$ cat src/logic/board_ctrl_pkg.sv
package board_ctrl_pkg;

  // bus and register widths
  typedef logic [4:0] epb_addr_t;   // [4:3] slave, [2:0] offset
  typedef logic [7:0] bus_data_t;
  typedef logic [2:0] reg_offset_t;
  typedef logic [1:0] slave_id_t;

  // epb bridge sequencing
  typedef enum logic [2:0] {
    IDLE,
    REQ,
    WAIT_ACK,
    HOLD,
    RELEASE
  } bridge_state_t;

  // address map, ids 2 and 3 are unmapped
  localparam slave_id_t SLAVE_MISC  = 2'd0;
  localparam slave_id_t SLAVE_RESET = 2'd1;

  // misc_regs offsets
  localparam reg_offset_t MISC_SYS_CONFIG = 3'd0;
  localparam reg_offset_t MISC_DIPS       = 3'd1;
  localparam reg_offset_t MISC_LED        = 3'd2;
  localparam reg_offset_t MISC_WP         = 3'd3;
  localparam reg_offset_t MISC_SCRATCH    = 3'd4;
  localparam reg_offset_t MISC_STATUS     = 3'd5;

  // reset_ctrl offsets
  localparam reg_offset_t RST_CONTROL = 3'd0;

  // read value returned for unmapped slaves
  localparam bus_data_t UNMAPPED_DATA = 8'h00;

endpackage

$ cat src/logic/epb_bridge.sv
`timescale 1ns/100ps

module epb_bridge (
  input  logic                    clk_master,
  input  logic                    reset_mon,
  input  logic                    epb_cs_n_i,
  input  logic                    epb_we_n_i,
  input  board_ctrl_pkg::epb_addr_t epb_addr_i,
  input  board_ctrl_pkg::bus_data_t epb_wdata_i,
  output board_ctrl_pkg::bus_data_t epb_rdata_o,
  output logic                    epb_rdy_o,
  output logic                    bus_req_o,
  output logic                    bus_we_o,
  output board_ctrl_pkg::epb_addr_t bus_addr_o,
  output board_ctrl_pkg::bus_data_t bus_wdata_o,
  input  logic                    bus_ack_i,
  input  board_ctrl_pkg::bus_data_t bus_rdata_i
);

  import board_ctrl_pkg::*;

  bridge_state_t state;

  // capture of the host cycle, held for the whole transaction
  always_ff @(posedge clk_master) begin
    if (state == IDLE && !epb_cs_n_i) begin
      bus_addr_o  <= epb_addr_i;
      bus_we_o    <= !epb_we_n_i;  // epb write strobe is active low
      bus_wdata_o <= epb_wdata_i;
    end
  end

  always_ff @(posedge clk_master) begin
    if (reset_mon) begin
      state     <= IDLE;
      bus_req_o <= 1'b0;
      epb_rdy_o <= 1'b0;
    end else begin
      case (state)
        IDLE: begin
          if (!epb_cs_n_i) state <= REQ;
        end
        REQ: begin
          bus_req_o <= 1'b1;
          state     <= WAIT_ACK;
        end
        WAIT_ACK: begin
          if (bus_ack_i) begin
            epb_rdy_o <= 1'b1;
            state     <= HOLD;
          end
        end
        HOLD: begin
          // host still owns the cycle, keep everything up
          if (epb_cs_n_i) state <= RELEASE;
        end
        RELEASE: begin
          bus_req_o <= 1'b0;
          if (!bus_req_o && !bus_ack_i) begin  // internal handshake fully back to zero
            epb_rdy_o <= 1'b0;
            state     <= IDLE;
          end
        end
        default: state <= IDLE;
      endcase
    end
  end

  // read data goes out together with ready
  always_ff @(posedge clk_master) begin
    if (state == WAIT_ACK && bus_ack_i) epb_rdata_o <= bus_rdata_i;
  end

  req_held_until_ack: assert property (
    @(posedge clk_master) disable iff (reset_mon)
    $fell(bus_req_o) |-> $past(bus_ack_i)
  );

  rdy_only_in_cycle: assert property (
    @(posedge clk_master) disable iff (reset_mon)
    $rose(epb_rdy_o) |-> !$past(epb_cs_n_i)
  );

endmodule

$ cat src/logic/bus_decode.sv
`timescale 1ns/100ps

module bus_decode (
  input  logic                      clk_master,
  input  logic                      reset_mon,
  input  logic                      bus_req_i,
  input  board_ctrl_pkg::epb_addr_t   bus_addr_i,
  output logic                      misc_req_o,
  output logic                      rst_req_o,
  output logic                      unmapped_req_o,
  output board_ctrl_pkg::reg_offset_t offset_o,
  output board_ctrl_pkg::slave_id_t   sel_slave_o
);

  import board_ctrl_pkg::*;

  slave_id_t addr_slave;
  logic      active;

  assign addr_slave = bus_addr_i[4:3];
  assign active     = misc_req_o | rst_req_o | unmapped_req_o;  // a request is being served

  // select and offset are latched once and held until the request drops
  always_ff @(posedge clk_master) begin
    if (bus_req_i && !active) begin
      sel_slave_o <= addr_slave;
      offset_o    <= bus_addr_i[2:0];
    end
  end

  always_ff @(posedge clk_master) begin
    if (reset_mon) begin
      misc_req_o     <= 1'b0;
      rst_req_o      <= 1'b0;
      unmapped_req_o <= 1'b0;
    end else if (bus_req_i && !active) begin
      misc_req_o     <= (addr_slave == SLAVE_MISC);
      rst_req_o      <= (addr_slave == SLAVE_RESET);
      unmapped_req_o <= (addr_slave != SLAVE_MISC) && (addr_slave != SLAVE_RESET);
    end else if (!bus_req_i) begin
      misc_req_o     <= 1'b0;
      rst_req_o      <= 1'b0;
      unmapped_req_o <= 1'b0;
    end
  end

  // a new request waits until the previous target has dropped
  one_request_at_a_time: assert property (
    @(posedge clk_master) disable iff (reset_mon)
    $rose(bus_req_i) |-> !active
  );

endmodule

$ cat src/logic/misc_regs.sv
`timescale 1ns/100ps

module misc_regs (
  input  logic                      clk_master,
  input  logic                      reset_mon,
  input  logic                      req_i,
  input  logic                      we_i,
  input  board_ctrl_pkg::reg_offset_t offset_i,
  input  board_ctrl_pkg::bus_data_t   wdata_i,
  output logic                      ack_o,
  output board_ctrl_pkg::bus_data_t   rdata_o,
  input  board_ctrl_pkg::bus_data_t   sys_config_i,
  input  logic [3:0]                user_dip_i,
  input  logic [3:0]                config_dip_i,
  input  logic                      flash_busy_n_i,
  input  logic                      ppc_syserr_i,
  output logic [1:0]                user_led_n_o,
  output logic                      eeprom_wp_o,
  output logic                      flash_wp_n_o
);

  import board_ctrl_pkg::*;

  logic [1:0] led_q;
  logic [1:0] wp_q;      // bit 0 eeprom, bit 1 flash
  bus_data_t  scratch_q;
  bus_data_t  rd_val;
  logic       access;

  // first cycle of a request
  assign access = req_i && !ack_o;

  always_ff @(posedge clk_master) begin
    if (reset_mon) begin
      ack_o <= 1'b0;
    end else if (access) begin
      ack_o <= 1'b1;
    end else if (!req_i) begin
      ack_o <= 1'b0;
    end
  end

  always_ff @(posedge clk_master) begin
    if (reset_mon) begin
      led_q     <= 2'b00;
      wp_q      <= 2'b00;
      scratch_q <= '0;
    end else if (access && we_i) begin
      case (offset_i)
        MISC_LED:     led_q     <= wdata_i[1:0];
        MISC_WP:      wp_q      <= wdata_i[1:0];
        MISC_SCRATCH: scratch_q <= wdata_i;
        default: ;    // read-only or empty offsets ignore writes
      endcase
    end
  end

  always_comb begin
    case (offset_i)
      MISC_SYS_CONFIG: rd_val = sys_config_i;
      MISC_DIPS:       rd_val = {user_dip_i, config_dip_i};
      MISC_LED:        rd_val = {6'b0, led_q};
      MISC_WP:         rd_val = {6'b0, wp_q};
      MISC_SCRATCH:    rd_val = scratch_q;
      MISC_STATUS:     rd_val = {6'b0, !flash_busy_n_i, ppc_syserr_i};
      default:         rd_val = '0;
    endcase
  end

  always_ff @(posedge clk_master) begin
    if (access) rdata_o <= rd_val;  // sampled with the ack
  end

  assign user_led_n_o = ~led_q;                  // leds are active low on the board
  assign eeprom_wp_o  = user_dip_i[3] | wp_q[0]; // dip switch can force protect
  assign flash_wp_n_o = !wp_q[1];

endmodule

$ cat src/logic/reset_ctrl.sv
`timescale 1ns/100ps

module reset_ctrl (
  input  logic                      clk_master,
  input  logic                      reset_mon,
  input  logic                      reset_por_n_i,
  input  logic                      reset_debug_n_i,
  input  logic                      req_i,
  input  logic                      we_i,
  input  board_ctrl_pkg::reg_offset_t offset_i,
  input  board_ctrl_pkg::bus_data_t   wdata_i,
  output logic                      ack_o,
  output board_ctrl_pkg::bus_data_t   rdata_o,
  output logic                      ppc_reset_n_o,
  output logic                      ppc_ddr2_reset_n_o,
  output logic                      geth_reset_n_o,
  output logic                      por_force_n_o
);

  import board_ctrl_pkg::*;

  logic sys_reset;
  logic por_force_q;  // sticky, only a power-on reset clears it
  logic geth_rst_q;
  logic access;

  assign sys_reset = reset_mon || !reset_por_n_i;
  assign access    = req_i && !ack_o;

  always_ff @(posedge clk_master) begin
    if (reset_mon) begin
      ack_o <= 1'b0;
    end else if (access) begin
      ack_o <= 1'b1;
    end else if (!req_i) begin
      ack_o <= 1'b0;
    end
  end

  always_ff @(posedge clk_master) begin
    if (sys_reset) begin
      por_force_q <= 1'b0;
      geth_rst_q  <= 1'b0;
    end else if (access && we_i && offset_i == RST_CONTROL) begin
      por_force_q <= por_force_q | wdata_i[0];  // writing 0 has no effect
      geth_rst_q  <= wdata_i[1];
    end
  end

  always_ff @(posedge clk_master) begin
    if (access) rdata_o <= (offset_i == RST_CONTROL) ? {6'b0, geth_rst_q, por_force_q} : '0;
  end

  assign ppc_ddr2_reset_n_o = !sys_reset;
  assign ppc_reset_n_o      = reset_debug_n_i && !sys_reset;
  assign geth_reset_n_o     = !(sys_reset || geth_rst_q);
  assign por_force_n_o      = !por_force_q;

endmodule

$ cat src/logic/bus_return.sv
`timescale 1ns/100ps

module bus_return (
  input  logic                    clk_master,
  input  logic                    reset_mon,
  input  logic                    misc_ack_i,
  input  board_ctrl_pkg::bus_data_t misc_rdata_i,
  input  logic                    rst_ack_i,
  input  board_ctrl_pkg::bus_data_t rst_rdata_i,
  input  logic                    unmapped_req_i,
  input  board_ctrl_pkg::slave_id_t sel_slave_i,
  output logic                    bus_ack_o,
  output board_ctrl_pkg::bus_data_t bus_rdata_o
);

  import board_ctrl_pkg::*;

  logic      unmapped_ack_q;  // stands in for a slave on unmapped ids
  bus_data_t rdata_sel;

  always_comb begin
    case (sel_slave_i)
      SLAVE_MISC:  rdata_sel = misc_rdata_i;
      SLAVE_RESET: rdata_sel = rst_rdata_i;
      default:     rdata_sel = UNMAPPED_DATA;
    endcase
  end

  always_ff @(posedge clk_master) begin
    if (reset_mon) begin
      unmapped_ack_q <= 1'b0;
      bus_ack_o      <= 1'b0;
    end else begin
      unmapped_ack_q <= unmapped_req_i;
      bus_ack_o      <= misc_ack_i | rst_ack_i | unmapped_ack_q;
    end
  end

  always_ff @(posedge clk_master) begin
    bus_rdata_o <= rdata_sel;
  end

  // the acking source must be the slave that decode selected
  ack_from_selected: assert property (
    @(posedge clk_master) disable iff (reset_mon)
    $rose(bus_ack_o) |-> $past((misc_ack_i && sel_slave_i == SLAVE_MISC) ||
                               (rst_ack_i && sel_slave_i == SLAVE_RESET) ||
                               (unmapped_ack_q && sel_slave_i[1]))
  );

endmodule

$ cat src/logic/board_ctrl_top.sv
`timescale 1ns/100ps

module board_ctrl_top (
  input  logic                    clk_master,
  input  logic                    reset_mon,
  // host epb side
  input  logic                    epb_cs_n_i,
  input  logic                    epb_we_n_i,
  input  board_ctrl_pkg::epb_addr_t epb_addr_i,
  input  board_ctrl_pkg::bus_data_t epb_wdata_i,
  output board_ctrl_pkg::bus_data_t epb_rdata_o,
  output logic                    epb_rdy_o,
  // board switches, status and protects
  input  board_ctrl_pkg::bus_data_t sys_config_i,
  input  logic [3:0]              user_dip_i,
  input  logic [3:0]              config_dip_i,
  input  logic                    flash_busy_n_i,
  input  logic                    ppc_syserr_i,
  output logic [1:0]              user_led_n_o,
  output logic                    eeprom_wp_o,
  output logic                    flash_wp_n_o,
  // resets
  input  logic                    reset_por_n_i,
  input  logic                    reset_debug_n_i,
  output logic                    ppc_reset_n_o,
  output logic                    ppc_ddr2_reset_n_o,
  output logic                    geth_reset_n_o,
  output logic                    por_force_n_o
);

  import board_ctrl_pkg::*;

  logic        bus_req, bus_we, bus_ack;
  epb_addr_t   bus_addr;
  bus_data_t   bus_wdata, bus_rdata;
  logic        misc_req, rst_req, unmapped_req;
  reg_offset_t offset;
  slave_id_t   sel_slave;
  logic        misc_ack, rst_ack;
  bus_data_t   misc_rdata, rst_rdata;

  epb_bridge u_epb_bridge (
    .clk_master, .reset_mon,
    .epb_cs_n_i, .epb_we_n_i, .epb_addr_i, .epb_wdata_i, .epb_rdata_o, .epb_rdy_o,
    .bus_req_o(bus_req), .bus_we_o(bus_we), .bus_addr_o(bus_addr),
    .bus_wdata_o(bus_wdata), .bus_ack_i(bus_ack), .bus_rdata_i(bus_rdata)
  );

  bus_decode u_bus_decode (
    .clk_master, .reset_mon,
    .bus_req_i(bus_req), .bus_addr_i(bus_addr),
    .misc_req_o(misc_req), .rst_req_o(rst_req), .unmapped_req_o(unmapped_req),
    .offset_o(offset), .sel_slave_o(sel_slave)
  );

  misc_regs u_misc_regs (
    .clk_master, .reset_mon,
    .req_i(misc_req), .we_i(bus_we), .offset_i(offset), .wdata_i(bus_wdata),
    .ack_o(misc_ack), .rdata_o(misc_rdata),
    .sys_config_i, .user_dip_i, .config_dip_i, .flash_busy_n_i, .ppc_syserr_i,
    .user_led_n_o, .eeprom_wp_o, .flash_wp_n_o
  );

  reset_ctrl u_reset_ctrl (
    .clk_master, .reset_mon, .reset_por_n_i, .reset_debug_n_i,
    .req_i(rst_req), .we_i(bus_we), .offset_i(offset), .wdata_i(bus_wdata),
    .ack_o(rst_ack), .rdata_o(rst_rdata),
    .ppc_reset_n_o, .ppc_ddr2_reset_n_o, .geth_reset_n_o, .por_force_n_o
  );

  bus_return u_bus_return (
    .clk_master, .reset_mon,
    .misc_ack_i(misc_ack), .misc_rdata_i(misc_rdata),
    .rst_ack_i(rst_ack), .rst_rdata_i(rst_rdata),
    .unmapped_req_i(unmapped_req), .sel_slave_i(sel_slave),
    .bus_ack_o(bus_ack), .bus_rdata_o(bus_rdata)
  );

endmodule

$ cat config.mk
export PLATFORM = sky130hd
export DESIGN_NAME = board_ctrl_top
export DESIGN_NICKNAME = d
export VERILOG_FILES = /design/src/logic/board_ctrl_pkg.sv /design/src/logic/epb_bridge.sv /design/src/logic/bus_decode.sv /design/src/logic/misc_regs.sv /design/src/logic/reset_ctrl.sv /design/src/logic/bus_return.sv /design/src/logic/board_ctrl_top.sv
export SDC_FILE = /design/constraint.sdc
export NUM_CORES = 1
export LEC_CHECK = 0
export BUFFER_PORTS_ARGS = -buffer_cell sky130_fd_sc_hd__buf_2
export CORE_ASPECT_RATIO = 0.75
export CORE_MARGIN = 2
export CORE_UTILIZATION = 29
export CTS_BUF_LIST = sky130_fd_sc_hd__clkbuf_8
export DETAILED_ROUTE_END_ITERATION = 16
export GPL_ROUTABILITY_DRIVEN = 0
export GPL_TIMING_DRIVEN = 0
export PLACE_DENSITY = 0.57
export SLEW_MARGIN = 30
export SYNTH_ARGS = -nofsm -noshare
export SYNTH_HDL_FRONTEND = slang
export SYNTH_SLANG_ARGS = --single-unit
$ cat constraint.sdc
create_clock -name clk_master -period 2.1 [get_ports clk_master]
set_input_delay 0.42 -clock clk_master [delete_from_list [all_inputs] [get_ports clk_master]]
set_output_delay 0.42 -clock clk_master [all_outputs]
set_load 0.05 [all_outputs]
==> flow_metrics.tcl <==
set metrics [dict create \
    grt_overflow 0 \
    synth_top_area_share_pct 39.5 \
    vdd_drop_max_mv 0.396 \
    grt_pass1_wl_um 8540 \
    syn_area_per_cell_um2 12.6 \
    holdCritPathClass "input pin to register" \
    initial_core_util_pct 29.5 \
    num_rows 31 \
    synth_area_um2 2810 \
    maxCapViolCount 0 \
    cts_sinks 71 \
    fill_cells 993 \
    holdBufCountCts 0 \
    cts_buffer_depth 2 \
    fp.coreArea_um2 9540 \
    cts.htree.levels 3 \
    ctsResizeCount 0 \
    synth.most_common_cell "edfxtp_1" \
    vias_per_cell 4.17 \
    power_leakage_nw 1.30 \
    path_max_fanout 4 \
    yosys.area.top_type "edfxtp_1" \
    seqPwrFrac_pct 55.2 \
    synth_commonest_cells "edfxtp_1 (37), dfxtp_1 (34), mux2i_1 (23), nand2b_1 (23), nor2_1 (16)" \
    swShare_pct 23.2 \
    synth_edf_count 37 \
    ios 54 \
    crit_type "input pin to output pin" \
    maxSlewViolCount 0 \
    worstPathArrival_ns 1.20 \
    nets 326 \
    internal-power_mw 2.14 \
    post-cts-setup-buffer-count 0 \
    critPathRequiredTime_ns 1.68 \
    max_slew_margin_pct 51.9 \
    worst_slew_pin_slew_ns 0.719 \
    fin_crit_ns 1.62 \
    cts_buffers 9 \
    combPwrFrac_pct 7.5 \
    postLayoutCellArea_um2 3460 \
    postRouteAntennaNets 0 \
    clockRootBuffer "clkbuf_8" \
    yosysSeqAreaShare_pct 63.7 \
    async_flop_share_pct 0 \
    status "finished clean" \
    drc_errors 0 \
    die_w_um 118 \
    p_sw_mw 0.648 \
    antenna_found_initial 0 \
    wl_per_cell_um 12.4 \
    clkTransAtPathRegs_ns 0.08 \
    rsz0062_at_grt "false" \
    cts_tree "done" \
    startpoint_type "input pin" \
    io_buffers 53 \
    place_area_um2 3270 \
    yosysWarnings 0 \
    n_antenna_cell 0 \
    hpwl_um 3940 \
    die-area_um2 10500 \
    setup-violations-final 0 \
    drive_gt1_share_pct 30.4 \
    die_y_um 89.3 \
    hold_viol_final 0 \
    final.period_utilization_pct 77.1 \
    grt_usage_pct 10.9 \
    grt_max_degree 13 \
    fmax_ghz 0.618 \
    clk_latency_ns 0.35 \
    p_clk_share_pct 37.3 \
    synth_ff_type "edfxtp_1" \
    cp-end-kind "output pin" \
    total_power_mw 2.79 \
    netlist_instances 224 \
    drt_pre_antenna_iters 4 \
    synth.area.top_cells "edfxtp_1 (40%), dfxtp_1 (24%), mux2i_1 (8.2%)" \
    synth_nets 261 \
    drtIter0Drc 131 \
    netlist-cell-type-count 40 \
    vias 1774 \
    fin_tns_setup_ns 0 \
    grt_pass1_vias 1710 \
    synth-seq-cells 71 \
    powerDensity_nw_per_um2 807 \
    syn2layout_area_growth_pct 23.0 \
    drt_wl_total_um 5290 \
    finalClockSkew_ns 0.00999 \
]
## path summary, 6_finish.rpt
check | to | slack, ns | cells after the start | startpoint
setup / recovery | ppc_reset_n_o | 0.48 | 5 | reset_mon
hold / removal | u_epb_bridge.bus_addr_o[3] | 0.24 | 1 | epb_addr_i[3]
setup reg to reg | u_epb_bridge.bus_wdata_o[4] | 0.65 | 2 | u_epb_bridge.state[2]
hold reg to reg | u_epb_bridge.epb_rdata_o[0] | 0.40 | 0 | u_bus_return.bus_rdata_o[0]
## cell families after synthesis
kind of cell | Yosys count | share of synthesized area (%)
and+or+nand+nor | 92 | 19.4
DFF | 71 | 63.7
muxes | 25 | 8.99
AOI/OAI and AO/OA | 21 | 4.58
buffers and inverters | 15 | 3.34
## per-layer routing
metal  vias up  wire length, um  GRT usage (%)
li1        910                -              -
met1       820             2550           13.0
met2        38             2370           17.2
met3         6              306           6.06
met4         0               61           3.29
met5         -                0              0
## layout make-up
cell class              count  area (um2)  share of cell area [%]
clock inverters             6        62.6                    1.81
multi-input cells         138         948                    27.4
repair buffers             54         273                    7.89
inverters                   6        22.5                   0.651
clock buffers               9         124                    3.58
well taps                 132         165                    4.78
flip-flops and latches     71        1790                    51.8
plain buffers               9        71.3                    2.06
## power by group through the flow
stage	logic, mW	registers (mW)	clock network [mW]
after global routing	0.234	1.55	1.14
final	0.209	1.54	1.04
after floorplan	0.135	1.56	0
after detailed placement	0.213	1.57	0
after CTS	0.214	1.54	1.07
after global placement	0.204	1.57	0
## critical path, cell delays in order
cell and delay (ns):
buf_2 0.12, nand2b_1 0.17, inv_1 0.11, and2_1 0.13, buf_2 0.25
## registers in the layout, summed over array words and instances, names as in the netlist, 2 cells and up
name / count
u_epb_bridge.state: 3
u_epb_bridge.bus_addr_o: 5
u_epb_bridge.epb_rdata_o: 8
u_misc_regs.scratch_q: 8
u_bus_return.bus_rdata_o: 8
u_misc_regs.led_q: 2
u_bus_decode.offset_o: 3
u_misc_regs.rdata_o: 8
u_misc_regs.wp_q: 2
u_reset_ctrl.rdata_o: 2
u_epb_bridge.bus_wdata_o: 8
u_bus_decode.sel_slave_o: 2
## layout by cell type (no fill, tap or decap), types with 3 or more instances in the layout
cell type	Yosys	layout
buf_4	2	3
nand2b_1	23	23
nor3_1	3	3
nand2_1	10	10
inv_1	6	6
clkinvlp_4	0	3
and2_1	9	9
dfxtp_1	34	34
or2_2	5	5
edfxtp_1	37	37
clkbuf_1	3	3
clkbuf_8	0	9
mux2i_1	23	23
buf_2	2	55
a21oi_1	11	11
nor2b_1	7	7
nor2_1	16	16
## stage by stage
step                utilization, %  setup slack (ns)  hold WS (ns)  instances
floorplan                        -             0.251         0.386        224
global placement              34.1            -0.111         0.393        409
detailed placement            34.3             0.463         0.389        410
CTS                           36.2             0.461         0.224        425
global route                  36.2             0.376         0.207        425
finish                        36.2             0.481         0.238        425
Note: power is estimated with default switching activity, not from simulation.
